[src/icache_cfg_pkg.sv]
// instruction cache geometry with sizes, widths and address field types
`default_nettype none

package icache_cfg_pkg;

  // organisation
  localparam int unsigned NUM_WAYS    = 4;
  localparam int unsigned NUM_SETS    = 16;
  localparam int unsigned LINE_BYTES  = 16;
  localparam int unsigned WORD_WIDTH  = 32;
  localparam int unsigned PADDR_WIDTH = 32;

  // address split into tag, set index and byte offset
  localparam int unsigned INDEX_WIDTH    = $clog2(NUM_SETS);
  localparam int unsigned OFFSET_WIDTH   = $clog2(LINE_BYTES);
  localparam int unsigned TAG_WIDTH      = PADDR_WIDTH - INDEX_WIDTH - OFFSET_WIDTH;
  localparam int unsigned BYTE_SEL_WIDTH = $clog2(WORD_WIDTH / 8);

  // random replacement
  localparam int unsigned LFSR_WIDTH = 8;

  typedef logic [$clog2(NUM_WAYS)-1:0] way_idx_t;
  typedef logic [NUM_WAYS-1:0]         way_mask_t;
  typedef logic [INDEX_WIDTH-1:0]      set_idx_t;
  typedef logic [TAG_WIDTH-1:0]        tag_t;
  typedef logic [PADDR_WIDTH-1:0]      paddr_t;
  typedef logic [WORD_WIDTH-1:0]       word_t;

  // one tag array entry, valid bit on top
  typedef struct packed {
    logic valid;
    tag_t tag;
  } tag_entry_t;

endpackage

`default_nettype wire
[src/icache_array.sv]
// per-way set-indexed memory with one-cycle read latency, for tags or lines
`timescale 1ns/1ps
`default_nettype none

module icache_array #(
  parameter type entry_t = logic
) (
  input  logic                      clk_i,
  input  logic                      rst_ni,
  input  icache_cfg_pkg::way_mask_t req_i,
  input  logic                      we_i,
  input  icache_cfg_pkg::set_idx_t  addr_i,
  input  entry_t                    wdata_i,
  output entry_t                    rdata_o [icache_cfg_pkg::NUM_WAYS-1:0]
);

  for (genvar w = 0; w < icache_cfg_pkg::NUM_WAYS; w++) begin : gen_way
    entry_t mem_q [icache_cfg_pkg::NUM_SETS];

    // only the ways selected by the mask take the write
    always_ff @(posedge clk_i) begin
      if (req_i[w] && we_i) begin
        mem_q[addr_i] <= wdata_i;
      end
    end

    // read data holds until the next read of this way
    // zero after reset reads as an invalid tag entry
    always_ff @(posedge clk_i or negedge rst_ni) begin
      if (!rst_ni) begin
        rdata_o[w] <= '0;
      end else if (req_i[w] && !we_i) begin
        rdata_o[w] <= mem_q[addr_i];
      end
    end
  end

endmodule

`default_nettype wire

[config.mk]
export PLATFORM = sky130hd
export DESIGN_NAME = icache_array
export DESIGN_NICKNAME = d
export VERILOG_FILES = /design/src/icache_cfg_pkg.sv /design/src/icache_array.sv
export SDC_FILE = /design/constraint.sdc
export NUM_CORES = 1
export LEC_CHECK = 0
export BUFFER_PORTS_ARGS = -buffer_cell sky130_fd_sc_hd__buf_2
export CORE_MARGIN = 3
export CORE_UTILIZATION = 33
export CTS_CLUSTER_DIAMETER = 80
export DETAILED_ROUTE_END_ITERATION = 7
export MAX_ROUTING_LAYER = met4
export PLACE_DENSITY = 0.47
export SLEW_MARGIN = 20
export SYNTH_ARGS = -nofsm -noshare
export SYNTH_HDL_FRONTEND = slang
export SYNTH_SLANG_ARGS = --single-unit
[constraint.sdc]
create_clock -name clk_i -period 3.96 [get_ports clk_i]
set_clock_uncertainty 0.2 [all_clocks]
set_input_delay 0.594 -clock clk_i [delete_from_list [all_inputs] [get_ports clk_i]]
set_output_delay 0.594 -clock clk_i [all_outputs]
set_load 0.03 [all_outputs]
==> run summary <==
Critical Path RT: 3990 ps
Relative slew slack: 0.329
Nets@finish: 244
DRT Pass-1 Iters: 4
Switching pwr: 350 uW
Later-pin clock latency in the skew report: 340 ps
First-pass GRT wire length: 10400 um
Status: completed
PD cells: 458 nW/um2
TritonCTS clock tree: yes
Number of fill cells: 865
Worst Setup Start Kind: input pin
1st-iter DRT viols: 88
Comb pwr share: 0.076
# DRC: 0
Post-CTS sizing: 0
Share of layout cells above drive strength 1: 0.177
Post-synth cell types: 20
Post-route core utilization: 0.384
Gr ovfl total: 0
Remaining antenna violation count: 0
Placed Cells: 328
Seq pwr share: 0.523
Pin count of the biggest net entering global routing: 65
Die area: 10300 um2
Final Worst Setup Slack: 1760 ps
Post-CTS Setup Inserts: 0
Worst Path Arrival: 2230 ps
F_max: 0.454 GHz
DR WL/cell: 18.8 um
Vias per cell: 5.01
Syn Area/Cell: 13.8 um2
Area added between synthesis and finish: 12.4%
Tot GR Track Use: 0.145
Fin Hold WS: 320 ps
Die width: 101 um
Worst-path clk slew: 70 ps
Commonest non-fill, non-tap cell in the layout: nor2_1
Ys Warns: 0
Initial core utilization: 0.342
Crit Path Class: input pin to flop
Ant diodes: 0
Top-Level Pins: 16
Core ar.: 8760 um2
Critical Path Sink Type: flop
CTS H-tree lvls: 3
Sw frac: 0.227
Detailed-placement wirelength estimate: 4130 um
Hold Path Depth: 1
Leak pwr: 0.00109 uW
Period utilization: 0.557
RSZ-0062 raised after global routing: false
Clock power frac: 0.400
# setup viols final: 0
Most frequent cells in the layout: nor2_1, edfxtp_1, buf_2, nand2_1, mux2i_1
Min-Delay Path Class: flop to flop
Post-route minimum period: 2200 ps
Post-Place Worst Slack: 1380 ps
Maxcap violations: 0
Row Count: 34
Mapped cell area: 3000 um2
Number of antenna violations at the first check in global routing: 0
CTS Buf Count: 9
Seq/Total Area, Yosys: 0.675
Final wirelength: 6500 um
Worst-margin pin slew: 1010 ps
Gate Count Post-Synth: 217
Vias in the first global route: 1843
Worst-path fanout max: 20
Internal power: 1190 uW
Height of the die: 101 um
Vias: 1727
IR drop worst, VDD: 0.231 mV
Clock Sinks: 68
Fin Setup TNS: 0 ps
CTS max path bufs: 2
Routability cong.: 0.718
Max-slew violation count: 0
R2R depth: 4
Root Buffer: clkbuf_8
Count of input and output buffers: 15
Final std cells w/o fill: 345
Fin. Hold Viols: 0
Seq cells post-synth: 68
Post-Syn Nets: 229
[power groups by stage]
stage          clock network (uW)  registers [uW]  logic [uW]
2_1_floorplan                   0             833        65.2
3_3_place_gp                    0             822         119
3_5_place_dp                    0             822         119
4_1_cts                       638             806         120
5_1_grt                       671             807         130
6_report                      617             806         118
[logic make-up after synthesis]
logic type / after synthesis / share of synthesized area
flops: 68 / 0.675
compound gates: 8 / 0.0251
mux: 24 / 0.132
simple gates: 105 / 0.147
buf+inv: 12 / 0.0217
[cell usage after synthesis]
| cell type | count | area (um2) |
|---|---|---|
| clkbuf_1 | 4 | 15.0 |
| buf_4 | 1 | 7.51 |
| mux4_1 | 1 | 26.3 |
| mux2i_1 | 12 | 120 |
| nor2b_1 | 8 | 50.1 |
| buf_1 | 1 | 3.75 |
| o32a_1 | 4 | 40.0 |
| o221ai_1 | 4 | 35.0 |
| mux4_2 | 11 | 248 |
| nor2_1 | 70 | 263 |
| dfrtp_1 | 4 | 100 |
| nand4_1 | 1 | 6.26 |
| clkbuf_4 | 1 | 7.51 |
| nand2_1 | 14 | 52.6 |
| edfxtp_1 | 64 | 1920 |
| buf_6 | 1 | 11.3 |
| and2b_1 | 1 | 7.51 |
| nand3_1 | 7 | 35.0 |
| buf_2 | 4 | 20.0 |
| and2_1 | 4 | 25.0 |
[what timing repair did]
| item | CTS | global route |
|---|---|---|
| hold buffers | 1 | 0 |
| setup endpoints to repair | 0 | 0 |
| hold endpoints to repair | 4 | 0 |
[path summary, 6_finish.rpt]
check,start,slack (ps),to
worst max-delay path,addr_i[2],1760,rdata_o[1]$_DFFE_PN0P_
worst min-delay path,rdata_o[0]$_DFFE_PN0P_,320,rdata_o[0]$_DFFE_PN0P_
worst max register to register,gen_way[0].mem_q[12]$_DFFE_PP_,2160,rdata_o[0]$_DFFE_PN0P_
worst min register to register,rdata_o[0]$_DFFE_PN0P_,320,rdata_o[0]$_DFFE_PN0P_
max in group asynchronous,rst_ni,3060,rdata_o[1]$_DFFE_PN0P_
min in group asynchronous,rst_ni,380,rdata_o[3]$_DFFE_PN0P_
[layout make-up]
type / instances / area, um2 / area share
Clock buffer: 9 / 124 / 0.0368
Clock inverter: 7 / 91.3 / 0.0271
Multi-Input combinational cell: 137 / 908 / 0.270
Sequential cell: 68 / 2020 / 0.601
Tap cell: 108 / 135 / 0.0401
Timing Repair Buffer: 16 / 85.1 / 0.0253
[stage by stage]
| stage | instance area, um2 | power (uW) |
|---|---|---|
| floorplan | 3000 | 899 |
| global placement | 3140 | 941 |
| detailed placement | 3140 | 941 |
| CTS | 3370 | 1560 |
| global route | 3370 | 1610 |
| finish | 3370 | 1540 |
[state kept, by name (all words and copies together) (netlist names)]
name	count
gen_way.mem_q	64
rdata_o	4
[critical path: stages]
cell	delay (ps)
buf_2	420
mux4_1	620
mux2i_1	170
nor2_1	70
o32a_1	350
[layer usage]
layer | vias to the layer above | GRT usage | part of all wire
met5 | - | - | 0
met4 | 0 | 0.0491 | 0.0080
met3 | 4 | 0.0441 | 0.041
met2 | 34 | 0.216 | 0.48
met1 | 865 | 0.189 | 0.47
li1 | 824 | - | -
No activity file was read; power rests on OpenSTA's default activity.
