`src/icache_cfg_pkg.sv`:
```
// instruction cache geometry with sizes, widths and address field types
`default_nettype none

package icache_cfg_pkg;

  // organisation
  localparam int unsigned NUM_WAYS    = 4;
  localparam int unsigned NUM_SETS    = 16;
  localparam int unsigned LINE_BYTES  = 16;
  localparam int unsigned WORD_WIDTH  = 32;
  localparam int unsigned PADDR_WIDTH = 32;

  // address split into tag, set index and byte offset
  localparam int unsigned INDEX_WIDTH    = $clog2(NUM_SETS);
  localparam int unsigned OFFSET_WIDTH   = $clog2(LINE_BYTES);
  localparam int unsigned TAG_WIDTH      = PADDR_WIDTH - INDEX_WIDTH - OFFSET_WIDTH;
  localparam int unsigned BYTE_SEL_WIDTH = $clog2(WORD_WIDTH / 8);

  // random replacement
  localparam int unsigned LFSR_WIDTH = 8;

  typedef logic [$clog2(NUM_WAYS)-1:0] way_idx_t;
  typedef logic [NUM_WAYS-1:0]         way_mask_t;
  typedef logic [INDEX_WIDTH-1:0]      set_idx_t;
  typedef logic [TAG_WIDTH-1:0]        tag_t;
  typedef logic [PADDR_WIDTH-1:0]      paddr_t;
  typedef logic [WORD_WIDTH-1:0]       word_t;

  // one tag array entry, valid bit on top
  typedef struct packed {
    logic valid;
    tag_t tag;
  } tag_entry_t;

endpackage

`default_nettype wire
```
`src/icache_msg_pkg.sv`:
```
// memory return channel of the instruction cache, message kinds and line type
`default_nettype none

package icache_msg_pkg;

  // a full line travels in one beat
  localparam int unsigned LINE_WIDTH = icache_cfg_pkg::LINE_BYTES * 8;

  typedef logic [LINE_WIDTH-1:0] line_t;

  // return kinds share the channel, so fill and invalidation never coincide
  typedef enum logic {
    IFILL_ACK = 1'b0,
    INV_REQ   = 1'b1
  } rtrn_kind_e;

endpackage

`default_nettype wire

```
`src/tag_port_if.sv`:
```
// access of one peer to the shared tag/valid array through the arbiter
`timescale 1ns/1ps
`default_nettype none

interface tag_port_if;

  // command, held by the peer
  logic                      req;
  logic                      we;
  icache_cfg_pkg::set_idx_t  set;
  icache_cfg_pkg::way_mask_t way_mask;
  icache_cfg_pkg::tag_t      wtag;
  logic                      wvalid;
  // peer asks to keep the array for itself
  logic                      lock;
  // command reaches the array this cycle
  logic                      gnt;

  modport peer (output req, we, set, way_mask, wtag, wvalid, lock, input gnt);
  modport arb (input req, we, set, way_mask, wtag, wvalid, lock, output gnt);

endinterface

`default_nettype wire

```
`src/icache_maint.sv`:
```
// flush sweep over all sets and set invalidations from the return channel
`timescale 1ns/1ps
`default_nettype none

module icache_maint (
  input  logic                       clk_i,
  input  logic                       rst_ni,
  input  logic                       flush_i,
  input  logic                       mem_rtrn_vld_i,
  input  icache_msg_pkg::rtrn_kind_e mem_rtrn_kind_i,
  input  icache_cfg_pkg::set_idx_t   mem_inv_set_i,
  tag_port_if.peer                   port,
  output logic                       sweeping_o
);

  logic                     pending_q;
  icache_cfg_pkg::set_idx_t cnt_q;
  logic                     inv;
  logic                     step;
  logic                     last;

  assign inv  = mem_rtrn_vld_i && (mem_rtrn_kind_i == icache_msg_pkg::INV_REQ);
  // an invalidation borrows the grant, the sweep resumes afterwards
  assign step = pending_q & port.gnt & ~inv;
  assign last = (cnt_q == icache_cfg_pkg::set_idx_t'(icache_cfg_pkg::NUM_SETS - 1));

  // both requests clear every way of one set
  assign port.req      = inv | pending_q;
  assign port.we       = 1'b1;
  assign port.set      = inv ? mem_inv_set_i : cnt_q;
  assign port.way_mask = '1;
  assign port.wtag     = '0;
  assign port.wvalid   = 1'b0;
  assign port.lock     = inv;

  assign sweeping_o = pending_q;

  // pending starts set so the cache sweeps after reset
  // a new flush restarts the sweep at set 0
  // the counter wraps back to set 0 on the last step
  always_ff @(posedge clk_i or negedge rst_ni) begin
    if (!rst_ni) begin
      pending_q <= 1'b1;
      cnt_q     <= '0;
    end else begin
      if (flush_i) begin
        cnt_q <= '0;
      end else if (step) begin
        cnt_q <= cnt_q + 1'b1;
      end
      if (flush_i) begin
        pending_q <= 1'b1;
      end else if (step && last) begin
        pending_q <= 1'b0;
      end
    end
  end

endmodule

`default_nettype wire

```
`src/flat_wrapper.sv`:
```
// flat-port wrapper written by rule: the top's interface ports become plain ports
module icache_maint_flat 
  (clk_i, rst_ni, flush_i, mem_rtrn_vld_i, mem_rtrn_kind_i, mem_inv_set_i, sweeping_o, port_req, port_we, port_set, port_way_mask, port_wtag, port_wvalid, port_lock, port_gnt);
  tag_port_if port_i ();
  input  logic clk_i;
  input  logic rst_ni;
  input  logic flush_i;
  input  logic mem_rtrn_vld_i;
  input  icache_msg_pkg::rtrn_kind_e mem_rtrn_kind_i;
  input  icache_cfg_pkg::set_idx_t mem_inv_set_i;
  output logic sweeping_o;
  output wire logic [$bits(port_i.req)-1:0] port_req;
  output wire logic [$bits(port_i.we)-1:0] port_we;
  output wire logic [$bits(port_i.set)-1:0] port_set;
  output wire logic [$bits(port_i.way_mask)-1:0] port_way_mask;
  output wire logic [$bits(port_i.wtag)-1:0] port_wtag;
  output wire logic [$bits(port_i.wvalid)-1:0] port_wvalid;
  output wire logic [$bits(port_i.lock)-1:0] port_lock;
  input wire logic [$bits(port_i.gnt)-1:0] port_gnt;
  assign port_req = port_i.req;
  assign port_we = port_i.we;
  assign port_set = port_i.set;
  assign port_way_mask = port_i.way_mask;
  assign port_wtag = port_i.wtag;
  assign port_wvalid = port_i.wvalid;
  assign port_lock = port_i.lock;
  assign port_i.gnt = port_gnt;
  icache_maint u_core (.clk_i(clk_i), .rst_ni(rst_ni), .flush_i(flush_i), .mem_rtrn_vld_i(mem_rtrn_vld_i), .mem_rtrn_kind_i(mem_rtrn_kind_i), .mem_inv_set_i(mem_inv_set_i), .port(port_i), .sweeping_o(sweeping_o));
endmodule
```
`config.mk`:
```
export PLATFORM = sky130hd
export DESIGN_NAME = icache_maint_flat
export DESIGN_NICKNAME = d
export VERILOG_FILES = /design/src/icache_cfg_pkg.sv /design/src/icache_msg_pkg.sv /design/src/tag_port_if.sv /design/src/icache_maint.sv /design/src/flat_wrapper.sv
export SDC_FILE = /design/constraint.sdc
export NUM_CORES = 1
export LEC_CHECK = 0
export BUFFER_PORTS_ARGS = -buffer_cell sky130_fd_sc_hd__buf_2
export CORE_MARGIN = 5
export CORE_UTILIZATION = 40
export DETAILED_ROUTE_END_ITERATION = 8
export HOLD_SLACK_MARGIN = 0.03
export PLACE_DENSITY = 0.81
export SETUP_SLACK_MARGIN = 0.4
export SYNTH_ARGS = -nofsm -noshare
export SYNTH_HDL_FRONTEND = slang
export SYNTH_SLANG_ARGS = --single-unit
```
`constraint.sdc`:
```
create_clock -name clk_i -period 2 [get_ports clk_i]
set_clock_uncertainty 0.05 [all_clocks]
set_input_delay 0.2 -clock clk_i [delete_from_list [all_inputs] [get_ports clk_i]]
set_output_delay 0.2 -clock clk_i [all_outputs]
set_load 0.03 [all_outputs]
```
==> impl_metrics.json <==
{
  "outcome": "finished clean",
  "power.density_nw_per_um2": 623,
  "grt_start_max_net_pins": 12,
  "start_util_pct": 42.5,
  "grt_usage_pct": 8.86,
  "yosysTopAreaCell": "buf_4",
  "start_kind": "flop",
  "synth_area_leaders": "buf_4 41%, dfrtp_1 18%, nand2_1 8.1%, dfstp_2 4.8%, a21oi_1 2.7%",
  "drtIter0Drc": 3,
  "vias": 415,
  "synth_xor_area_share_pct": 0,
  "worst_setup_path_end_kind": "flop",
  "clk_latency_ns": 0.24,
  "coreArea_um2": 1300,
  "antennaDiodeCount": 0,
  "numCtsBuffers": 3,
  "top_level_ports": 47,
  "fp.dieW_um": 47.2,
  "tritoncts": "built",
  "yosysWarnings": 0,
  "leakagePower_nw": 0.331,
  "yosys.area.top_type_share_pct": 40.7,
  "yosys.area_share.simple_pct": 21.0,
  "synth_compound_area_share_pct": 7.01,
  "fin_tns_setup_ns": 0,
  "synthMostInstantiatedCell": "buf_4",
  "crit_type": "flop to flop",
  "synth_top_family_by_area": "buffers and inverters",
  "syn_area_per_cell_um2": 7.79,
  "htreeDepth": 1,
  "rows": 13,
  "drv_cap": 0,
  "clock_path_buffers": 2,
  "fmax_mhz": 703,
  "synthAdderAreaFrac_pct": 2.26,
  "ys_ff_latch": 5,
  "cts_sinks": 5,
  "cp_data_required_time_ns": 2.11,
  "cts_root_buf": "clkbuf_4",
  "stdcell_area_um2": 557,
  "synthMuxAreaShare_pct": 2.04,
  "clk_pin_slew_ns": 0.04,
  "netlist_instances": 71,
  "post-dp-hpwl_um": 859,
  "rsz0062_at_grt": "false",
  "die_area_um2": 2230,
  "fin_crit_ns": 1.42,
  "period_share_pct": 71.1,
  "final_nets": 101,
  "finalPower_mw": 0.347,
  "synth.top_cells.by_count": "30 x buf_4, 12 x nand2_1, 4 x dfrtp_1",
  "final_util_pct": 42.8,
  "grt_pass1_vias": 343,
  "finalWorstSetupSlack_ns": 0.578,
  "postCtsSetupRepairBufs": 0,
  "synth_ff_type": "dfrtp_1",
  "antenna_found_initial": 0,
  "async_flop_share_pct": 100,
  "hold_viol": 0,
  "drc_errors": 0,
  "routed_wl_um": 978,
  "dr.pass1.iters": 4,
  "hold_class": "input port to flop",
  "syn_area_um2": 553,
  "setup_viol": 0,
  "drive_above_1_share_pct": 27.0,
  "viasPerCell": 3.99,
  "grt_pass1_wl_um": 1320,
  "gp_congestion": 0.757,
  "drtAntennaViolNets": 0,
  "yosysSeqAreaShare_pct": 22.9,
  "post_cts_resized": 0,
  "ir_drop_mv": 0.294,
  "cp_max_fo": 6,
  "io_buffers": 16,
  "dieHeight_um": 47.2,
  "routedWlPerCell_um": 9.40,
  "place_ws_ns": 0.578,
  "place_area_um2": 520,
  "grt_overflow": 0,
  "yosysUniqueCellTypes": 22,
  "area_growth_pct": 0.679,
  "drv_slew": 0,
  "cp.arrival_ns": 1.53,
  "synth-edff-count": 0
}
==> routing by layer <==
metal | global-route usage (%) | up-vias | part of all wire [%]
li1 | - | 204 | -
met1 | 8.26 | 182 | 32
met2 | 15.4 | 27 | 51
met3 | 3.45 | 2 | 16
met4 | 6.63 | 0 | 0.41
met5 | 0 | - | 0
==> cell usage in the layout (no fill, tap or decap), types with 2 or more instances in the layout <==
master,synthesis,layout
conb_1,2,30
o21ai_0,2,2
nand2_1,12,12
nor2_1,2,2
dfrtp_1,4,4
clkbuf_4,0,3
nand2_2,2,2
buf_2,0,16
a21oi_1,3,3
==> flip-flops by register name, summed over array words and instances (netlist names) <==
signal             count
u_core.sweeping_o      1
u_core.cnt_q           4
==> critical path, stage by stage (launching register included) <==
cell	delay [ns]
dfstp_2	0.55
nand2_2	0.09
or4_1	0.47
a21oi_1	0.17
==> what timing repair did <==
action                                  CTS  global route
endpoints found under the hold margin     5             0
hold buffers                              1             0
endpoints found under the setup margin    0             0
==> layout make-up <==
cell class / instances / area (um^2)
timing repair buffer: 17 / 90.1
fill: 147 / 744
sequential: 5 / 126
inverter: 1 / 3.75
clock buffer: 4 / 26.3
multi-input combinational: 62 / 292
tap: 15 / 18.8
==> logic make-up after synthesis <==
family,after synthesis
buffers and inverters,32
flip-flops,5
AO/OA/AOI/OAI,7
adder cells (fa/ha/maj),1
multiplexers,1
AND/OR/NAND/NOR,23
other,2
==> where the power goes <==
group / switching, mW / total, mW / internal, mW
combinational: 0.107 / 0.126 / 0.0185
clock: 0.0385 / 0.114 / 0.0752
sequential: 0.00300 / 0.107 / 0.104
total: 0.149 / 0.347 / 0.198
==> metrics by stage <==
step / instances / hold WS (ns)
6_report: 104 / 0.155
5_1_grt: 104 / 0.179
4_1_cts: 104 / 0.145
3_5_place_dp: 99 / -0.0332
3_3_place_gp: 99 / -0.0303
2_1_floorplan: 99 / -0.146
==> final timing paths <==
kind                                         from           endpoint  slack, ns  cells past startpoint
worst max-delay path            u_core.sweeping_o    u_core.cnt_q[3]       0.58                      3
worst min-delay path                      flush_i    u_core.cnt_q[1]       0.15                      2
worst max register to register  u_core.sweeping_o    u_core.cnt_q[3]       0.58                      3
worst min register to register    u_core.cnt_q[3]  u_core.sweeping_o       0.45                      1
max in group asynchronous                  rst_ni  u_core.sweeping_o       1.44                      2
min in group asynchronous                  rst_ni    u_core.cnt_q[2]       0.25                      2
(Power assumes the default switching activity.)
