[src/icache_cfg_pkg.sv]
// instruction cache geometry with sizes, widths and address field types
`default_nettype none

package icache_cfg_pkg;

  // organisation
  localparam int unsigned NUM_WAYS    = 4;
  localparam int unsigned NUM_SETS    = 16;
  localparam int unsigned LINE_BYTES  = 16;
  localparam int unsigned WORD_WIDTH  = 32;
  localparam int unsigned PADDR_WIDTH = 32;

  // address split into tag, set index and byte offset
  localparam int unsigned INDEX_WIDTH    = $clog2(NUM_SETS);
  localparam int unsigned OFFSET_WIDTH   = $clog2(LINE_BYTES);
  localparam int unsigned TAG_WIDTH      = PADDR_WIDTH - INDEX_WIDTH - OFFSET_WIDTH;
  localparam int unsigned BYTE_SEL_WIDTH = $clog2(WORD_WIDTH / 8);

  // random replacement
  localparam int unsigned LFSR_WIDTH = 8;

  typedef logic [$clog2(NUM_WAYS)-1:0] way_idx_t;
  typedef logic [NUM_WAYS-1:0]         way_mask_t;
  typedef logic [INDEX_WIDTH-1:0]      set_idx_t;
  typedef logic [TAG_WIDTH-1:0]        tag_t;
  typedef logic [PADDR_WIDTH-1:0]      paddr_t;
  typedef logic [WORD_WIDTH-1:0]       word_t;

  // one tag array entry, valid bit on top
  typedef struct packed {
    logic valid;
    tag_t tag;
  } tag_entry_t;

endpackage

`default_nettype wire
[src/icache_repl.sv]
// victim way selection, first invalid way or an LFSR pick when all are valid
`timescale 1ns/1ps
`default_nettype none

module icache_repl (
  input  logic                      clk_i,
  input  logic                      rst_ni,
  input  icache_cfg_pkg::way_mask_t valid_i,
  input  logic                      capture_i,
  input  logic                      fill_i,
  output icache_cfg_pkg::way_mask_t victim_o
);

  logic [icache_cfg_pkg::LFSR_WIDTH-1:0] lfsr_q;
  logic                                  lfsr_fb;
  icache_cfg_pkg::way_mask_t             first_inv;
  icache_cfg_pkg::way_mask_t             rnd_way;
  logic                                  all_valid;
  logic                                  all_valid_q;
  icache_cfg_pkg::way_mask_t             victim_q;

  // lowest invalid way wins
  always_comb begin
    first_inv = '0;
    for (int w = icache_cfg_pkg::NUM_WAYS - 1; w >= 0; w--) begin
      if (!valid_i[w]) begin
        first_inv = icache_cfg_pkg::way_mask_t'(1) << w;
      end
    end
  end

  assign all_valid = &valid_i;
  assign rnd_way   = icache_cfg_pkg::way_mask_t'(1) << icache_cfg_pkg::way_idx_t'(lfsr_q);
  // taps 8,6,5,4 give a maximal sequence
  assign lfsr_fb   = lfsr_q[7] ^ lfsr_q[5] ^ lfsr_q[4] ^ lfsr_q[3];
  assign victim_o  = victim_q;

  always_ff @(posedge clk_i or negedge rst_ni) begin
    if (!rst_ni) begin
      lfsr_q      <= '1;
      all_valid_q <= 1'b0;
      victim_q    <= '0;
    end else begin
      // decision taken in the compare cycle
      if (capture_i) begin
        victim_q    <= all_valid ? rnd_way : first_inv;
        all_valid_q <= all_valid;
      end
      // only random replacements move the sequence on
      if (fill_i && all_valid_q) begin
        lfsr_q <= {lfsr_q[icache_cfg_pkg::LFSR_WIDTH-2:0], lfsr_fb};
      end
    end
  end

endmodule

`default_nettype wire

[config.mk]
export PLATFORM = sky130hd
export DESIGN_NAME = icache_repl
export DESIGN_NICKNAME = d
export VERILOG_FILES = /design/src/icache_cfg_pkg.sv /design/src/icache_repl.sv
export SDC_FILE = /design/constraint.sdc
export NUM_CORES = 1
export LEC_CHECK = 0
export ABC_AREA = 1
export BUFFER_PORTS_ARGS = -buffer_cell sky130_fd_sc_hd__clkbuf_2
export CORE_AREA = 2 2 39 41
export DETAILED_ROUTE_END_ITERATION = 8
export DIE_AREA = 0 0 41 43
export HOLD_SLACK_MARGIN = 0.03
export PLACE_DENSITY = 0.69
export SLEW_MARGIN = 10
export SYNTH_ARGS = -nofsm -noshare
export SYNTH_HDL_FRONTEND = slang
export SYNTH_SLANG_ARGS = --single-unit
[constraint.sdc]
create_clock -name clk_i -period 1 [get_ports clk_i]
set_input_delay 0.05 -clock clk_i [delete_from_list [all_inputs] [get_ports clk_i]]
set_output_delay 0.05 -clock clk_i [all_outputs]
set_load 0.03 [all_outputs]
==> results.py, run 1 <==
metrics = {
    "routing": {
        "met1_length_um": 498,
        "vias": 511,
        "route.detailed.drc": 0,
        "drt-vias-per-instance": 4.522,
        "routedWlPerCell_um": 9.150,
        "met3WireLength_um": 32,
        "first_iter_violations": 7,
        "drtPass1Iterations": 4,
        "highest-signal-layer": "met4",
        "antenna_left": 0,
        "wl_met2_um": 474,
        "wirelength_um": 1034,
    },
    "critical_path": {
        "start_kind": "flip-flop",
        "arrival_ns": 1.11,
        "crit_end": "victim_o[1]",
        "r2r_cells": 5,
        "crit_type": "reg2reg",
        "endpoint_kind": "flip-flop",
        "worstPathRequired_ns": 1.17,
        "r2r_slack_ns": 0.06,
        "crit_fanout": 4,
        "crit_path_start": "lfsr_q[1]",
        "regToRegStartpoint": "lfsr_q[1]",
        "r2r_end": "victim_o[1]",
    },
    "sta": {
        "worst_pin_slew_ns": 0.3037,
        "finalHoldViolations": 0,
        "grt_setup_unrepaired": "yes",
        "slew_viol_final": 0,
        "slew_headroom_pct": 79.75,
        "fin_crit_ns": 0.9385,
        "fmax_mhz": 1066,
        "finalCritPeriodShare_pct": 93.85,
        "fin_skew_ns": 0.003384,
        "setup_viol": 0,
        "whs_ns": 0.06565,
    },
    "global_routing": {
        "grt_pass1_wl_um": 1828,
        "grt_pass1_vias": 461,
        "grt_usage_pct": 16.09,
        "antenna_found_initial": 0,
        "overflow": 0,
        "grt_max_degree": 14,
    },
    "power": {
        "pwr-share-comb_pct": 24.3,
        "p_seq_share_pct": 54.5,
        "power.leakage_nw": 0.3750,
        "swShare_pct": 32.34,
        "p_clk_share_pct": 21.2,
        "switchingPower_uw": 483.6,
        "power.internal_mw": 1.012,
        "finalPower_mw": 1.496,
        "power_density_mw_per_mm2": 2023,
        "vdd_drop_max_mv": 1.215,
    },
    "yosys": {
        "syn_nets": 87,
        "syn_area_um2": 614.3,
        "syn_inst": 79,
        "yosysTopAreaCellShare_pct": 34.22,
        "synth.area.top_cells": "dfstp_2 (34%), dfrtp_1 (20%), nand2_1 (18%), o21ai_0 (6.5%), inv_1 (6.1%)",
        "postSynthAreaPerCell_um2": 7.776,
        "ys_ff_latch": 13,
        "yosysWarnings": 0,
        "synth_top_cell_by_area": "dfstp_2",
        "synth.distinct_cells": 12,
        "yosysSeqAreaShare_pct": 54.58,
    },
    "hold_path": {
        "min_path_type": "in2reg",
        "whs_path_depth": 3,
    },
    "final_layout": {
        "layout_commonest_cell": "nand2_1",
        "drive_gt1_share_pct": 30.93,
        "stdcell_count": 113,
        "syn_to_final_growth_pct": 20.37,
        "nFillCells": 132,
        "final_cell_mix": "nand2_1 (30), clkbuf_2 (11), o21ai_0 (8), dfstp_2 (8)",
        "diodes": 0,
        "nets": 106,
    },
    "clocking": {
        "cts.clk_slew.worst_paths_ns": 0.07,
        "cts_tree": "built",
        "htreeDepth": 1,
        "clkSinkCount": 13,
        "clk-insertion-delay-late_ns": 0.27,
        "postCtsSetupBuffers": 0,
        "root_buffer": "clkbuf_4",
        "clockBufferDepth": 2,
        "cts_made_buffers": 3,
    },
    "die": {
        "die_h_um": 43,
        "num_io_pins": 12,
        "die_w_um": 41,
        "start_util_pct": 44.39,
        "coreArea_mm2": 0.001384,
        "num_rows": 14,
        "die_area_mm2": 0.001763,
    },
    "place": {
        "dp_hpwl_um": 825.9,
        "dp.cells": 107,
        "routabilityCongestion": 0.8185,
        "port_buffers": 11,
    },
    "status": {
        "outcome": "completed",
    },
    "job": {
        "maxCapViolations": 0,
    },
}
sequential cells by signal, indices dropped and copies added, names as in the netlist:
name and cells:
lfsr_q 8, all_valid_q 1, victim_o 4
power groups by stage:
stage	combinational, mW	clock, mW	sequential, mW
2_1_floorplan	0.250	0	0.820
5_1_grt	0.434	0.359	0.838
3_5_place_dp	0.359	0	0.816
4_1_cts	0.366	0.332	0.806
6_report	0.364	0.316	0.815
3_3_place_gp	0.350	0	0.809
cells by family (layout without fill, tap and decap cells):
logic type / Yosys count / in the layout / synth area share (%)
compound gates: 13 / 13 / 10.59
buf+inv: 12 / 30 / 8.554
flops: 13 / 13 / 54.58
simple gates: 41 / 41 / 26.27
worst max-delay path, cell delays in order, from the launching register on:
cell     delay, ns
dfstp_2       0.55
inv_1         0.06
nand2_1       0.05
o21ai_0       0.07
nand2_1       0.06
nand2_1       0.04
repair_timing:
| action | in CTS | in global routing |
|---|---|---|
| resized for setup | 0 | 4 |
| endpoints found under the setup margin | 0 | 1 |
| hold buffers | 2 | 0 |
| hold endpoints to repair | 14 | 0 |
how the worst min path moves through the flow:
| stage | end | startpoint | slack, ns |
|---|---|---|---|
| 2_1_floorplan | all_valid_q | rst_ni | -0.25 |
| 3_3_place_gp | victim_o[2] | rst_ni | -0.05 |
| 3_5_place_dp | victim_o[0] | rst_ni | -0.05 |
| 4_1_cts | victim_o[0] | capture_i | 0.06 |
| 5_1_grt | victim_o[1] | valid_i[1] | 0.07 |
| 6_report | victim_o[2] | capture_i | 0.07 |
cells in the mapped netlist, drive strengths merged:
cell,instances
nand2,30
inv,11
o21ai,10
dfstp,8
nor2,7
dfrtp,5
nand3,4
a21oi,3
buf,1
layer usage:
metal / up-vias / global-route usage (%)
met5: - / 0
met4: 0 / 10.00
met3: 4 / 4.712
met2: 5 / 21.56
met1: 223 / 21.99
li1: 279 / -
area by class of cell:
class                           count  area [µm²]  area share, %
Inverter                           11       41.29          5.584
Sequential cell                    13       335.3          45.35
Tap cell                           16       20.02          2.707
Clock buffer                        4       26.28          3.553
Multi-Input combinational cell     54       226.5          30.63
Timing Repair Buffer               15       90.09          12.18
metrics by stage:
stage                     instance area, µm²  util [%]  worst slack (ns)  setup TNS, ns
after CTS                              739.5     53.44           0.04022              0
after global routing                   739.5     53.44          -0.01487       -0.01487
after global placement                 693.2     50.09           0.06486              0
after floorplan                        614.3         -            0.1105              0
after detailed placement               693.2     50.09           0.06091              0
final                                  739.5     53.44           0.06152              0
No activity file was read; power rests on OpenSTA's default activity.
==> inputs of run 2 (changes only) <==
Settings changed: BUFFER_PORTS_ARGS -buffer_cell sky130_fd_sc_hd__clkbuf_2 to not set, DONT_BUFFER_PORTS set to 1, PLACE_DENSITY 0.69 to not set.
==> results.py, run 2 (same netlist as run 1, synthesis figures left out) <==
metrics = {
    "sta": {
        "fmax_mhz": 1049,
        "finalCritPeriodShare_pct": 95.34,
        "setup_viol": 0,
        "slew_viol_final": 0,
        "worst_pin_slew_ns": 0.5564,
        "fin_crit_ns": 0.9534,
        "fin_skew_ns": 0.003360,
        "finalHoldViolations": 0,
        "whs_ns": 0.04527,
        "setup_ws_ns": 0.04665,
        "grt_setup_unrepaired": "yes",
        "slew_headroom_pct": 62.79,
    },
    "die": {
        "die_w_um": 41,
        "die_h_um": 43,
        "start_util_pct": 44.39,
        "die_area_mm2": 0.001763,
        "coreArea_mm2": 0.001384,
        "num_rows": 14,
        "num_io_pins": 12,
    },
    "clocking": {
        "clockBufferDepth": 2,
        "cts.clk_slew.worst_paths_ns": 0.08,
        "cts_made_buffers": 3,
        "htreeDepth": 1,
        "cts_tree": "built",
        "postCtsSetupBuffers": 0,
        "root_buffer": "clkbuf_4",
        "clk-insertion-delay-late_ns": 0.27,
        "clkSinkCount": 13,
    },
    "final_layout": {
        "syn_to_final_growth_pct": 23.22,
        "stdcell_count": 110,
        "nFillCells": 137,
        "largest_reg_flops": 8,
        "nets": 103,
        "drive_gt1_share_pct": 25.53,
        "post-route-util_pct": 54.70,
        "top_register": "lfsr_q",
        "layout_commonest_cell": "nand2_1",
        "diodes": 0,
        "final_cell_mix": "nand2_1 (29), dfstp_2 (8), o21ai_0 (7)",
    },
    "status": {
        "outcome": "completed",
    },
    "job": {
        "maxCapViolations": 0,
    },
    "routing": {
        "drt-vias-per-instance": 4.800,
        "drtPass1Iterations": 6,
        "wirelength_um": 1119,
        "routedWlPerCell_um": 10.17,
        "route.detailed.drc": 0,
        "first_iter_violations": 14,
        "antenna_left": 0,
        "vias": 528,
    },
    "global_routing": {
        "overflow": 0,
        "grt_max_degree": 14,
        "antenna_found_initial": 0,
        "grt_pass1_vias": 480,
        "grt_pass1_wl_um": 1876,
        "grt_usage_pct": 16.34,
    },
    "critical_path": {
        "start_kind": "flip-flop",
        "crit_fanout": 3,
        "arrival_ns": 1.17,
        "crit_type": "reg2reg",
        "worstPathRequired_ns": 1.22,
        "r2r_cells": 6,
        "endpoint_kind": "flip-flop",
    },
    "power": {
        "p_seq_share_pct": 54.2,
        "swShare_pct": 32.88,
        "vdd_drop_max_mv": 1.165,
        "switchingPower_uw": 499.2,
        "power.leakage_nw": 0.3651,
        "pwr-share-comb_pct": 24.4,
        "p_clk_share_pct": 21.4,
        "power_density_mw_per_mm2": 2006,
        "power.internal_mw": 1.019,
    },
    "place": {
        "routabilityCongestion": 0.7566,
        "pre_cts_ws_ns": 0.05340,
        "port_buffers": 0,
        "dp.cells": 100,
        "dp_hpwl_um": 845.1,
    },
    "hold_path": {
        "min_path_type": "in2reg",
        "whs_path_depth": 4,
    },
}
==> run 2: cell types whose count changed in the layout (fill, tap and decap cells not counted) <==
cell	before	now
buf_4	2	6
clkbuf_2	11	0
dlygate4sd3_1	2	6
nand2_1	30	29
nand2_2	0	1
o21ai_0	8	7
o21ai_1	2	3
==> run 2: metal layers <==
metal,vias up,GRT usage (%),wire [µm]
li1,274,-,-
met2,8,20.94,526
met5,-,0,0
met4,0,12.00,15
met1,244,23.47,537
met3,2,3.141,39
==> run 2: path summary, 6_finish.rpt <==
path	slack [ns]	endpoint	start
hold / removal	0.05	victim_o[0]	valid_i[2]
setup reg to reg	0.05	lfsr_q[0]	lfsr_q[7]
hold reg to reg	0.48	lfsr_q[0]	lfsr_q[0]
setup / recovery	0.05	lfsr_q[0]	lfsr_q[7]
min in group asynchronous	0.20	victim_o[1]	rst_ni
max in group asynchronous	0.43	lfsr_q[5]	rst_ni
==> run 2: repair_timing <==
| action | in CTS | in global routing |
|---|---|---|
| hold endpoints to repair | 18 | 0 |
| resized for setup | 0 | 6 |
| hold buffers | 6 | 0 |
| setup endpoints to repair | 0 | 2 |
==> run 2: critical path, stage by stage, from the launching register on <==
cell and delay (ns):
dfstp_2 0.56, inv_1 0.05, nand2_1 0.06, nand2_1 0.05
nand2_1 0.05, nand3_1 0.07, nand2_1 0.07
==> run 2: area by class of cell <==
type	count	area [µm²]	share of cell area, %
well taps	16	20.02	2.645
inverters	11	41.29	5.455
flip-flops and latches	13	335.3	44.30
clock buffers	4	26.28	3.471
multi-input cells	54	229.0	30.25
repair buffers	12	105.1	13.88
==> run 2: power groups by stage <==
stage	logic [mW]	registers [mW]	clock network [mW]
floorplan	0.250	0.820	0
global placement	0.331	0.815	0
detailed placement	0.341	0.817	0
CTS	0.373	0.808	0.337
global route	0.437	0.845	0.360
finish	0.371	0.823	0.324
==> run 2: stage by stage <==
step | power [mW] | area (µm²) | TNS, ns
6_report | 1.518 | 757.0 | 0
5_1_grt | 1.642 | 757.0 | -0.02831
4_1_cts | 1.518 | 754.5 | 0
3_5_place_dp | 1.158 | 668.1 | 0
3_3_place_gp | 1.146 | 668.1 | 0
2_1_floorplan | 1.070 | 614.3 | 0
