--- src/icache_cfg_pkg.sv ---
// instruction cache geometry with sizes, widths and address field types
`default_nettype none

package icache_cfg_pkg;

  // organisation
  localparam int unsigned NUM_WAYS    = 4;
  localparam int unsigned NUM_SETS    = 16;
  localparam int unsigned LINE_BYTES  = 16;
  localparam int unsigned WORD_WIDTH  = 32;
  localparam int unsigned PADDR_WIDTH = 32;

  // address split into tag, set index and byte offset
  localparam int unsigned INDEX_WIDTH    = $clog2(NUM_SETS);
  localparam int unsigned OFFSET_WIDTH   = $clog2(LINE_BYTES);
  localparam int unsigned TAG_WIDTH      = PADDR_WIDTH - INDEX_WIDTH - OFFSET_WIDTH;
  localparam int unsigned BYTE_SEL_WIDTH = $clog2(WORD_WIDTH / 8);

  // random replacement
  localparam int unsigned LFSR_WIDTH = 8;

  typedef logic [$clog2(NUM_WAYS)-1:0] way_idx_t;
  typedef logic [NUM_WAYS-1:0]         way_mask_t;
  typedef logic [INDEX_WIDTH-1:0]      set_idx_t;
  typedef logic [TAG_WIDTH-1:0]        tag_t;
  typedef logic [PADDR_WIDTH-1:0]      paddr_t;
  typedef logic [WORD_WIDTH-1:0]       word_t;

  // one tag array entry, valid bit on top
  typedef struct packed {
    logic valid;
    tag_t tag;
  } tag_entry_t;

endpackage

`default_nettype wire
--- src/icache_msg_pkg.sv ---
// memory return channel of the instruction cache, message kinds and line type
`default_nettype none

package icache_msg_pkg;

  // a full line travels in one beat
  localparam int unsigned LINE_WIDTH = icache_cfg_pkg::LINE_BYTES * 8;

  typedef logic [LINE_WIDTH-1:0] line_t;

  // return kinds share the channel, so fill and invalidation never coincide
  typedef enum logic {
    IFILL_ACK = 1'b0,
    INV_REQ   = 1'b1
  } rtrn_kind_e;

endpackage

`default_nettype wire

--- src/tag_port_if.sv ---
// access of one peer to the shared tag/valid array through the arbiter
`timescale 1ns/1ps
`default_nettype none

interface tag_port_if;

  // command, held by the peer
  logic                      req;
  logic                      we;
  icache_cfg_pkg::set_idx_t  set;
  icache_cfg_pkg::way_mask_t way_mask;
  icache_cfg_pkg::tag_t      wtag;
  logic                      wvalid;
  // peer asks to keep the array for itself
  logic                      lock;
  // command reaches the array this cycle
  logic                      gnt;

  modport peer (output req, we, set, way_mask, wtag, wvalid, lock, input gnt);
  modport arb (input req, we, set, way_mask, wtag, wvalid, lock, output gnt);

endinterface

`default_nettype wire

--- src/icache_ctrl.sv ---
// fetch FSM with tag compare, word select, miss request and line fill
`timescale 1ns/1ps
`default_nettype none

module icache_ctrl (
  input  logic                       clk_i,
  input  logic                       rst_ni,
  input  logic                       fetch_req_i,
  input  icache_cfg_pkg::paddr_t     fetch_addr_i,
  output logic                       fetch_ready_o,
  output logic                       fetch_valid_o,
  output icache_cfg_pkg::word_t      fetch_data_o,
  output icache_cfg_pkg::paddr_t     fetch_addr_o,
  output logic                       mem_req_o,
  output icache_cfg_pkg::paddr_t     mem_paddr_o,
  input  logic                       mem_ack_i,
  input  logic                       mem_rtrn_vld_i,
  input  icache_msg_pkg::rtrn_kind_e mem_rtrn_kind_i,
  input  icache_msg_pkg::line_t      mem_rtrn_data_i,
  tag_port_if.peer                   port,
  input  icache_cfg_pkg::tag_entry_t tag_rdata_i [icache_cfg_pkg::NUM_WAYS-1:0],
  output icache_cfg_pkg::way_mask_t  data_req_o,
  output logic                       data_we_o,
  output icache_cfg_pkg::set_idx_t   data_addr_o,
  input  icache_msg_pkg::line_t      data_rdata_i [icache_cfg_pkg::NUM_WAYS-1:0],
  input  icache_cfg_pkg::way_mask_t  victim_i,
  output logic                       capture_o,
  output logic                       fill_o,
  input  logic                       sweeping_i,
  output logic                       miss_o,
  output logic                       busy_o
);

  typedef enum logic [1:0] {IDLE, READ, MISS} state_e;

  state_e                    state_q, state_d;
  icache_cfg_pkg::paddr_t    addr_q, addr_d;
  // tag read of addr_q reached the array last cycle
  logic                      rd_ok_q, rd_ok_d;
  // line request still waiting for its ack
  logic                      req_q, req_d;
  icache_cfg_pkg::tag_t      cmp_tag;
  icache_cfg_pkg::way_mask_t hit;
  icache_cfg_pkg::way_idx_t  hit_way;
  logic [icache_cfg_pkg::OFFSET_WIDTH-icache_cfg_pkg::BYTE_SEL_WIDTH-1:0] word_sel;
  logic                      lookup;
  icache_cfg_pkg::paddr_t    lookup_addr;
  logic                      fill;
  logic                      rtrn_fill;

  assign cmp_tag   = addr_q[icache_cfg_pkg::PADDR_WIDTH-1 -: icache_cfg_pkg::TAG_WIDTH];
  assign word_sel  = addr_q[icache_cfg_pkg::OFFSET_WIDTH-1:icache_cfg_pkg::BYTE_SEL_WIDTH];
  assign rtrn_fill = mem_rtrn_vld_i && (mem_rtrn_kind_i == icache_msg_pkg::IFILL_ACK);

  //////////////////////////////////////////////////////////////////////
  // tag compare and word select
  //////////////////////////////////////////////////////////////////////

  for (genvar w = 0; w < icache_cfg_pkg::NUM_WAYS; w++) begin : gen_cmp
    assign hit[w] = tag_rdata_i[w].valid && (tag_rdata_i[w].tag == cmp_tag);
  end

  // lowest hitting way
  always_comb begin
    hit_way = '0;
    for (int w = icache_cfg_pkg::NUM_WAYS - 1; w >= 0; w--) begin
      if (hit[w]) begin
        hit_way = icache_cfg_pkg::way_idx_t'(w);
      end
    end
  end

  // returned line bypasses the array during a miss
  assign fetch_data_o = (state_q == MISS) ?
      mem_rtrn_data_i[word_sel*icache_cfg_pkg::WORD_WIDTH +: icache_cfg_pkg::WORD_WIDTH] :
      data_rdata_i[hit_way][word_sel*icache_cfg_pkg::WORD_WIDTH +: icache_cfg_pkg::WORD_WIDTH];
  assign fetch_addr_o = addr_q;
  assign mem_paddr_o  = {addr_q[icache_cfg_pkg::PADDR_WIDTH-1:icache_cfg_pkg::OFFSET_WIDTH],
                         {icache_cfg_pkg::OFFSET_WIDTH{1'b0}}};

  //////////////////////////////////////////////////////////////////////
  // fetch FSM
  //////////////////////////////////////////////////////////////////////

  always_comb begin
    state_d       = state_q;
    addr_d        = addr_q;
    req_d         = req_q;
    fetch_ready_o = 1'b0;
    fetch_valid_o = 1'b0;
    mem_req_o     = 1'b0;
    miss_o        = 1'b0;
    capture_o     = 1'b0;
    lookup        = 1'b0;
    lookup_addr   = addr_q;
    fill          = 1'b0;
    unique case (state_q)
      IDLE: begin
        fetch_ready_o = !sweeping_i;
        if (fetch_req_i && !sweeping_i) begin
          lookup      = 1'b1;
          lookup_addr = fetch_addr_i;
          addr_d      = fetch_addr_i;
          state_d     = READ;
        end
      end
      READ: begin
        if (!rd_ok_q) begin
          // array was taken, read again
          lookup = 1'b1;
        end else if (|hit) begin
          fetch_valid_o = 1'b1;
          fetch_ready_o = !sweeping_i;
          state_d       = IDLE;
          // next lookup overlaps this compare
          if (fetch_req_i && !sweeping_i) begin
            lookup      = 1'b1;
            lookup_addr = fetch_addr_i;
            addr_d      = fetch_addr_i;
            state_d     = READ;
          end
        end else begin
          capture_o = 1'b1;
          mem_req_o = 1'b1;
          miss_o    = mem_ack_i;
          req_d     = !mem_ack_i;
          state_d   = MISS;
        end
      end
      MISS: begin
        mem_req_o = req_q;
        miss_o    = req_q & mem_ack_i;
        if (mem_ack_i) begin
          req_d = 1'b0;
        end
        if (rtrn_fill) begin
          fetch_valid_o = 1'b1;
          fill          = 1'b1;
          state_d       = IDLE;
        end
      end
      default: begin
        state_d = IDLE;
      end
    endcase
  end

  assign rd_ok_d = lookup & port.gnt;
  assign fill_o  = fill;
  assign busy_o  = (state_q != IDLE) | sweeping_i;

  // reads cover all ways, a fill writes the victim only
  assign port.req      = lookup | fill;
  assign port.we       = fill;
  assign port.set      = lookup_addr[icache_cfg_pkg::OFFSET_WIDTH +: icache_cfg_pkg::INDEX_WIDTH];
  assign port.way_mask = fill ? victim_i : '1;
  assign port.wtag     = cmp_tag;
  assign port.wvalid   = 1'b1;
  assign port.lock     = (state_q != IDLE);

  assign data_req_o  = lookup ? '1 : (fill ? victim_i : '0);
  assign data_we_o   = fill;
  assign data_addr_o = port.set;

  always_ff @(posedge clk_i or negedge rst_ni) begin
    if (!rst_ni) begin
      state_q <= IDLE;
      rd_ok_q <= 1'b0;
      req_q   <= 1'b0;
    end else begin
      state_q <= state_d;
      rd_ok_q <= rd_ok_d;
      req_q   <= req_d;
    end
  end

  always_ff @(posedge clk_i) begin
    addr_q <= addr_d;
  end

endmodule

`default_nettype wire

--- src/flat_wrapper.sv ---
// flat-port wrapper written by rule: the top's interface ports become plain ports
module icache_ctrl_flat 
  (clk_i, rst_ni, fetch_req_i, fetch_addr_i, fetch_ready_o, fetch_valid_o, fetch_data_o, fetch_addr_o, mem_req_o, mem_paddr_o, mem_ack_i, mem_rtrn_vld_i, mem_rtrn_kind_i, mem_rtrn_data_i, tag_rdata_i, data_req_o, data_we_o, data_addr_o, data_rdata_i, victim_i, capture_o, fill_o, sweeping_i, miss_o, busy_o, port_req, port_we, port_set, port_way_mask, port_wtag, port_wvalid, port_lock, port_gnt);
  tag_port_if port_i ();
  input  logic clk_i;
  input  logic rst_ni;
  input  logic fetch_req_i;
  input  icache_cfg_pkg::paddr_t fetch_addr_i;
  output logic fetch_ready_o;
  output logic fetch_valid_o;
  output icache_cfg_pkg::word_t fetch_data_o;
  output icache_cfg_pkg::paddr_t fetch_addr_o;
  output logic mem_req_o;
  output icache_cfg_pkg::paddr_t mem_paddr_o;
  input  logic mem_ack_i;
  input  logic mem_rtrn_vld_i;
  input  icache_msg_pkg::rtrn_kind_e mem_rtrn_kind_i;
  input  icache_msg_pkg::line_t mem_rtrn_data_i;
  input  icache_cfg_pkg::tag_entry_t tag_rdata_i[icache_cfg_pkg::NUM_WAYS-1:0];
  output icache_cfg_pkg::way_mask_t data_req_o;
  output logic data_we_o;
  output icache_cfg_pkg::set_idx_t data_addr_o;
  input  icache_msg_pkg::line_t data_rdata_i[icache_cfg_pkg::NUM_WAYS-1:0];
  input  icache_cfg_pkg::way_mask_t victim_i;
  output logic capture_o;
  output logic fill_o;
  input  logic sweeping_i;
  output logic miss_o;
  output logic busy_o;
  output wire logic [$bits(port_i.req)-1:0] port_req;
  output wire logic [$bits(port_i.we)-1:0] port_we;
  output wire logic [$bits(port_i.set)-1:0] port_set;
  output wire logic [$bits(port_i.way_mask)-1:0] port_way_mask;
  output wire logic [$bits(port_i.wtag)-1:0] port_wtag;
  output wire logic [$bits(port_i.wvalid)-1:0] port_wvalid;
  output wire logic [$bits(port_i.lock)-1:0] port_lock;
  input wire logic [$bits(port_i.gnt)-1:0] port_gnt;
  assign port_req = port_i.req;
  assign port_we = port_i.we;
  assign port_set = port_i.set;
  assign port_way_mask = port_i.way_mask;
  assign port_wtag = port_i.wtag;
  assign port_wvalid = port_i.wvalid;
  assign port_lock = port_i.lock;
  assign port_i.gnt = port_gnt;
  icache_ctrl u_core (.clk_i(clk_i), .rst_ni(rst_ni), .fetch_req_i(fetch_req_i), .fetch_addr_i(fetch_addr_i), .fetch_ready_o(fetch_ready_o), .fetch_valid_o(fetch_valid_o), .fetch_data_o(fetch_data_o), .fetch_addr_o(fetch_addr_o), .mem_req_o(mem_req_o), .mem_paddr_o(mem_paddr_o), .mem_ack_i(mem_ack_i), .mem_rtrn_vld_i(mem_rtrn_vld_i), .mem_rtrn_kind_i(mem_rtrn_kind_i), .mem_rtrn_data_i(mem_rtrn_data_i), .port(port_i), .tag_rdata_i(tag_rdata_i), .data_req_o(data_req_o), .data_we_o(data_we_o), .data_addr_o(data_addr_o), .data_rdata_i(data_rdata_i), .victim_i(victim_i), .capture_o(capture_o), .fill_o(fill_o), .sweeping_i(sweeping_i), .miss_o(miss_o), .busy_o(busy_o));
endmodule
--- config.mk ---
export PLATFORM = sky130hd
export DESIGN_NAME = icache_ctrl_flat
export DESIGN_NICKNAME = d
export VERILOG_FILES = /design/src/icache_cfg_pkg.sv /design/src/icache_msg_pkg.sv /design/src/tag_port_if.sv /design/src/icache_ctrl.sv /design/src/flat_wrapper.sv
export SDC_FILE = /design/constraint.sdc
export NUM_CORES = 1
export LEC_CHECK = 0
export ABC_CLOCK_PERIOD_IN_PS = 13300
export BUFFER_PORTS_ARGS = -buffer_cell sky130_fd_sc_hd__buf_2
export CAP_MARGIN = 20
export CORE_AREA = 4 4 359 361
export CTS_CLUSTER_DIAMETER = 200
export DETAILED_ROUTE_END_ITERATION = 12
export DIE_AREA = 0 0 363 365
export HOLD_SLACK_MARGIN = 0.08
export PLACE_DENSITY = 0.3
export SLEW_MARGIN = 25
export SYNTH_ARGS = -nofsm -noshare
export SYNTH_HDL_FRONTEND = slang
export SYNTH_SLANG_ARGS = --single-unit
--- constraint.sdc ---
create_clock -name clk_i -period 13.3 [get_ports clk_i]
set_input_delay 1.33 -clock clk_i [delete_from_list [all_inputs] [get_ports clk_i]]
set_output_delay 1.33 -clock clk_i [all_outputs]
set_load 0.05 [all_outputs]
==> metrics.md <==
| Metric | Value |
|---|---|
| Synth warn | `0` |
| CTS max path bufs | `2` |
| # nets final | `2810` |
| Reg2reg start | `u_core.fetch_addr_o[9]` |
| Critical Path RT | `11970 ps` |
| Routability congestion estimate from global placement | `a little over 0.8` |
| Final setup vio count | `0` |
| Status | `completed` |
| Critical Path Start Type | `input pin` |
| Skew final | `13.4 ps` |
| Final Hold Fails | `0` |
| Rel. slew slack | `0.280` |
| Clock-pin slew on the worst setup and hold paths | `about 60 ps` |
| CP startpoint | `tag_rdata_i[6]` |
| TritonCTS Sinks | `36` |
| Number of synthesized flops with an enable pin | `28` |
| Hold crit path type | `flop to flop` |
| CTS tree | `done` |
| Crit-path max FO | `75` |
| Routed WL per cell | `24.6 µm` |
| Final Max Slew Viols | `0` |
| Initial Util | `0.0701` |
| Port bufs | `approximately 930` |
| Fin cells | `between 3000 and 4000` |
| Die area | `~0.13 mm²` |
| Post-CTS Setup Repair Bufs | `0` |
| Number of distinct library cells after synthesis | `42` |
| Register bit total from synthesis | `36` |
| Number of global-route vias before repair | `about 12000` |
| Max_cap viols | `0` |
| Vias per cell | `about 3.3` |
| Count leader, synth | `mux2i_1` |
| DRC | `0` |
| Setup TNS | `0 ps` |
| GRT overflow | `0` |
| HP Start | `u_core.state_q[0]` |
| Fin crit share | `0.574` |
| CTS hold repair buffers | `0` |
| Post-layout min period | `between 7000 and 8000 ps` |
| Max VDD drop | `about 0.00015 V` |
| Synth Instances | `between 1000 and 1500` |
| Die Span X | `363 µm` |
| Largest net degree at the start of global routing | `roughly 110` |
| CTS Buf Count | `5` |
| Arr. time, crit path | `roughly 6300 ps` |
| GRT Overall Usage | `0.126` |
| Ys async rst share | `0.111` |
| Worst setup path category | `input pin to output port` |
| Layout cells sized above 1 | `0.489` |
| Synthesized area per cell | `just over 7 µm²` |
| First-pass GRT wire length | `around 110000 µm` |
| Row count | `130` |
| Ranking of synthesized cells by area | `mux2i_1 (29%), edfxtp_1 (9.6%), a21oi_1 (9.1%)` |
| Commonest register cell after synthesis | `edfxtp_1` |
| Antenna-violating nets left | `0` |
| Crit. End Element | `output port` |
| Worst-Margin Slew | `approximately 1100 ps` |
| Antenna violations before repair | `35` |
| Area share of the largest cell type after synthesis | `0.293` |
| P_leak | `8.34 nW` |
| Chip height | `365 µm` |
| Cell taking the most area after synthesis | `mux2i_1` |
| Worst-Skew Late Latency | `300 ps` |
| Final Power | `0.00298 W` |
| PD cells | `198 mW/mm²` |
| Clock Root Buffer | `clkbuf_16` |
| Floorplan Core Area | `0.125 mm²` |
| Final setup margin | `5660 ps` |
| CTS H-tree depth | `2` |
| Sequential area share after synthesis | `0.116` |
| Post-Syn Area | `around 0.009 mm²` |
| First-pass DRT Iterations | `5` |
| Layout fillers | `14800` |
| RSZ-0062 raised after global routing | `false` |
| # resized after CTS | `0` |
| Starting DRC count in detailed routing | `675` |
| Final hold slack | `549 ps` |
| Max Freq | `131 MHz` |
| Final Routed Wirelength | `90900 µm` |
| Hpwl dp | `between 70000 and 80000 µm` |
| Via count | `12400` |
| Setup WS pre-CTS | `roughly 5600 ps` |
| P&R area growth vs syn | `71.0%` |
| DP Cell Count | `between 3000 and 4000` |
| Commonest cells post-synth | `mux2i_1 (257), nor2_1 (164), a21oi_1 (159), o21ai_0 (115)` |
| # IOs | `932` |
final timing paths:
check | to | slack, ps | cells past startpoint
min in group asynchronous | u_core.req_q | 830 | 1
max reg2reg | u_core.fetch_addr_o[10] | 9430 | 7
max in group asynchronous | u_core.state_q[1] | 12330 | 1
min reg2reg | u_core.state_q[0] | 550 | 1
min | u_core.state_q[0] | 550 | 1
max | fetch_data_o[18] | 5660 | 14
cells in the final DEF, fill, tap and decap left out, types with 21 or more instances in the layout:
cell type    n
a21oi_1    159
mux2i_1    253
o21ai_1     21
xor2_1      51
nand2_1     64
buf_2      926
nor2_1     163
xnor2_1     44
o21ai_0    113
edfxtp_1    28
buf_4       28
o22ai_1     63
per-stage QoR:
| stage | cell area [µm²] | utilization |
|---|---|---|
| finish | 15000 | 0.120 |
| global route | 15000 | 0.120 |
| CTS | 15000 | 0.119 |
| detailed placement | 14800 | 0.118 |
| global placement | 14800 | 0.118 |
| floorplan | 8800 | - |
worst max-delay path: stages:
cell     delay [ps]
buf_2           100
xor2_1          140
nor4_2          660
and3_1          290
nand4_1         180
o21ai_4         180
buf_4           500
buf_12          440
buf_4           670
mux2i_1         540
o21ai_0         150
o22ai_1         540
nor2_1          100
buf_2           240
state kept, by name (all words and copies together) (netlist names):
signal               count
u_core.req_q             1
u_core.rd_ok_q           1
u_core.state_q           2
u_core.fetch_addr_o     32
cells by family after synthesis:
| family | share of synthesized area |
|---|---|
| other | 0.000855 |
| buffers and inverters | 0.123 |
| AO/OA/AOI/OAI | 0.229 |
| XOR/XNOR | 0.0947 |
| AND/OR/NAND/NOR | 0.139 |
| multiplexers | 0.293 |
| adder cells (fa/ha/maj) | 0.00427 |
| flip-flops | 0.116 |
layer usage:
layer	GRT usage	vias to the layer above	routed length [µm]
li1	-	5944	-
met1	0.175	5744	41400
met2	0.209	613	42400
met3	0.0230	50	5930
met4	0.0136	4	1150
met5	0	-	16
where the power goes:
part           internal [W]  leakage, nW  total (W)  switching (W)
Combinational      0.000585         7.90    0.00246        0.00187
Sequential         0.000206        0.368   0.000376       0.000171
Clock             0.0000819       0.0787   0.000143      0.0000609
final cells by class:
class,instances,area (µm²),area share
multi-input cells,1017,6820,0.454
repair buffers,956,4880,0.325
well taps,1650,2060,0.137
flip-flops and latches,36,1020,0.0680
clock buffers,6,150,0.0100
diodes,17,42.5,0.00283
inverters,7,26.3,0.00175
clock inverters,2,16.3,0.00108
Note: power is estimated with default switching activity, not from simulation.
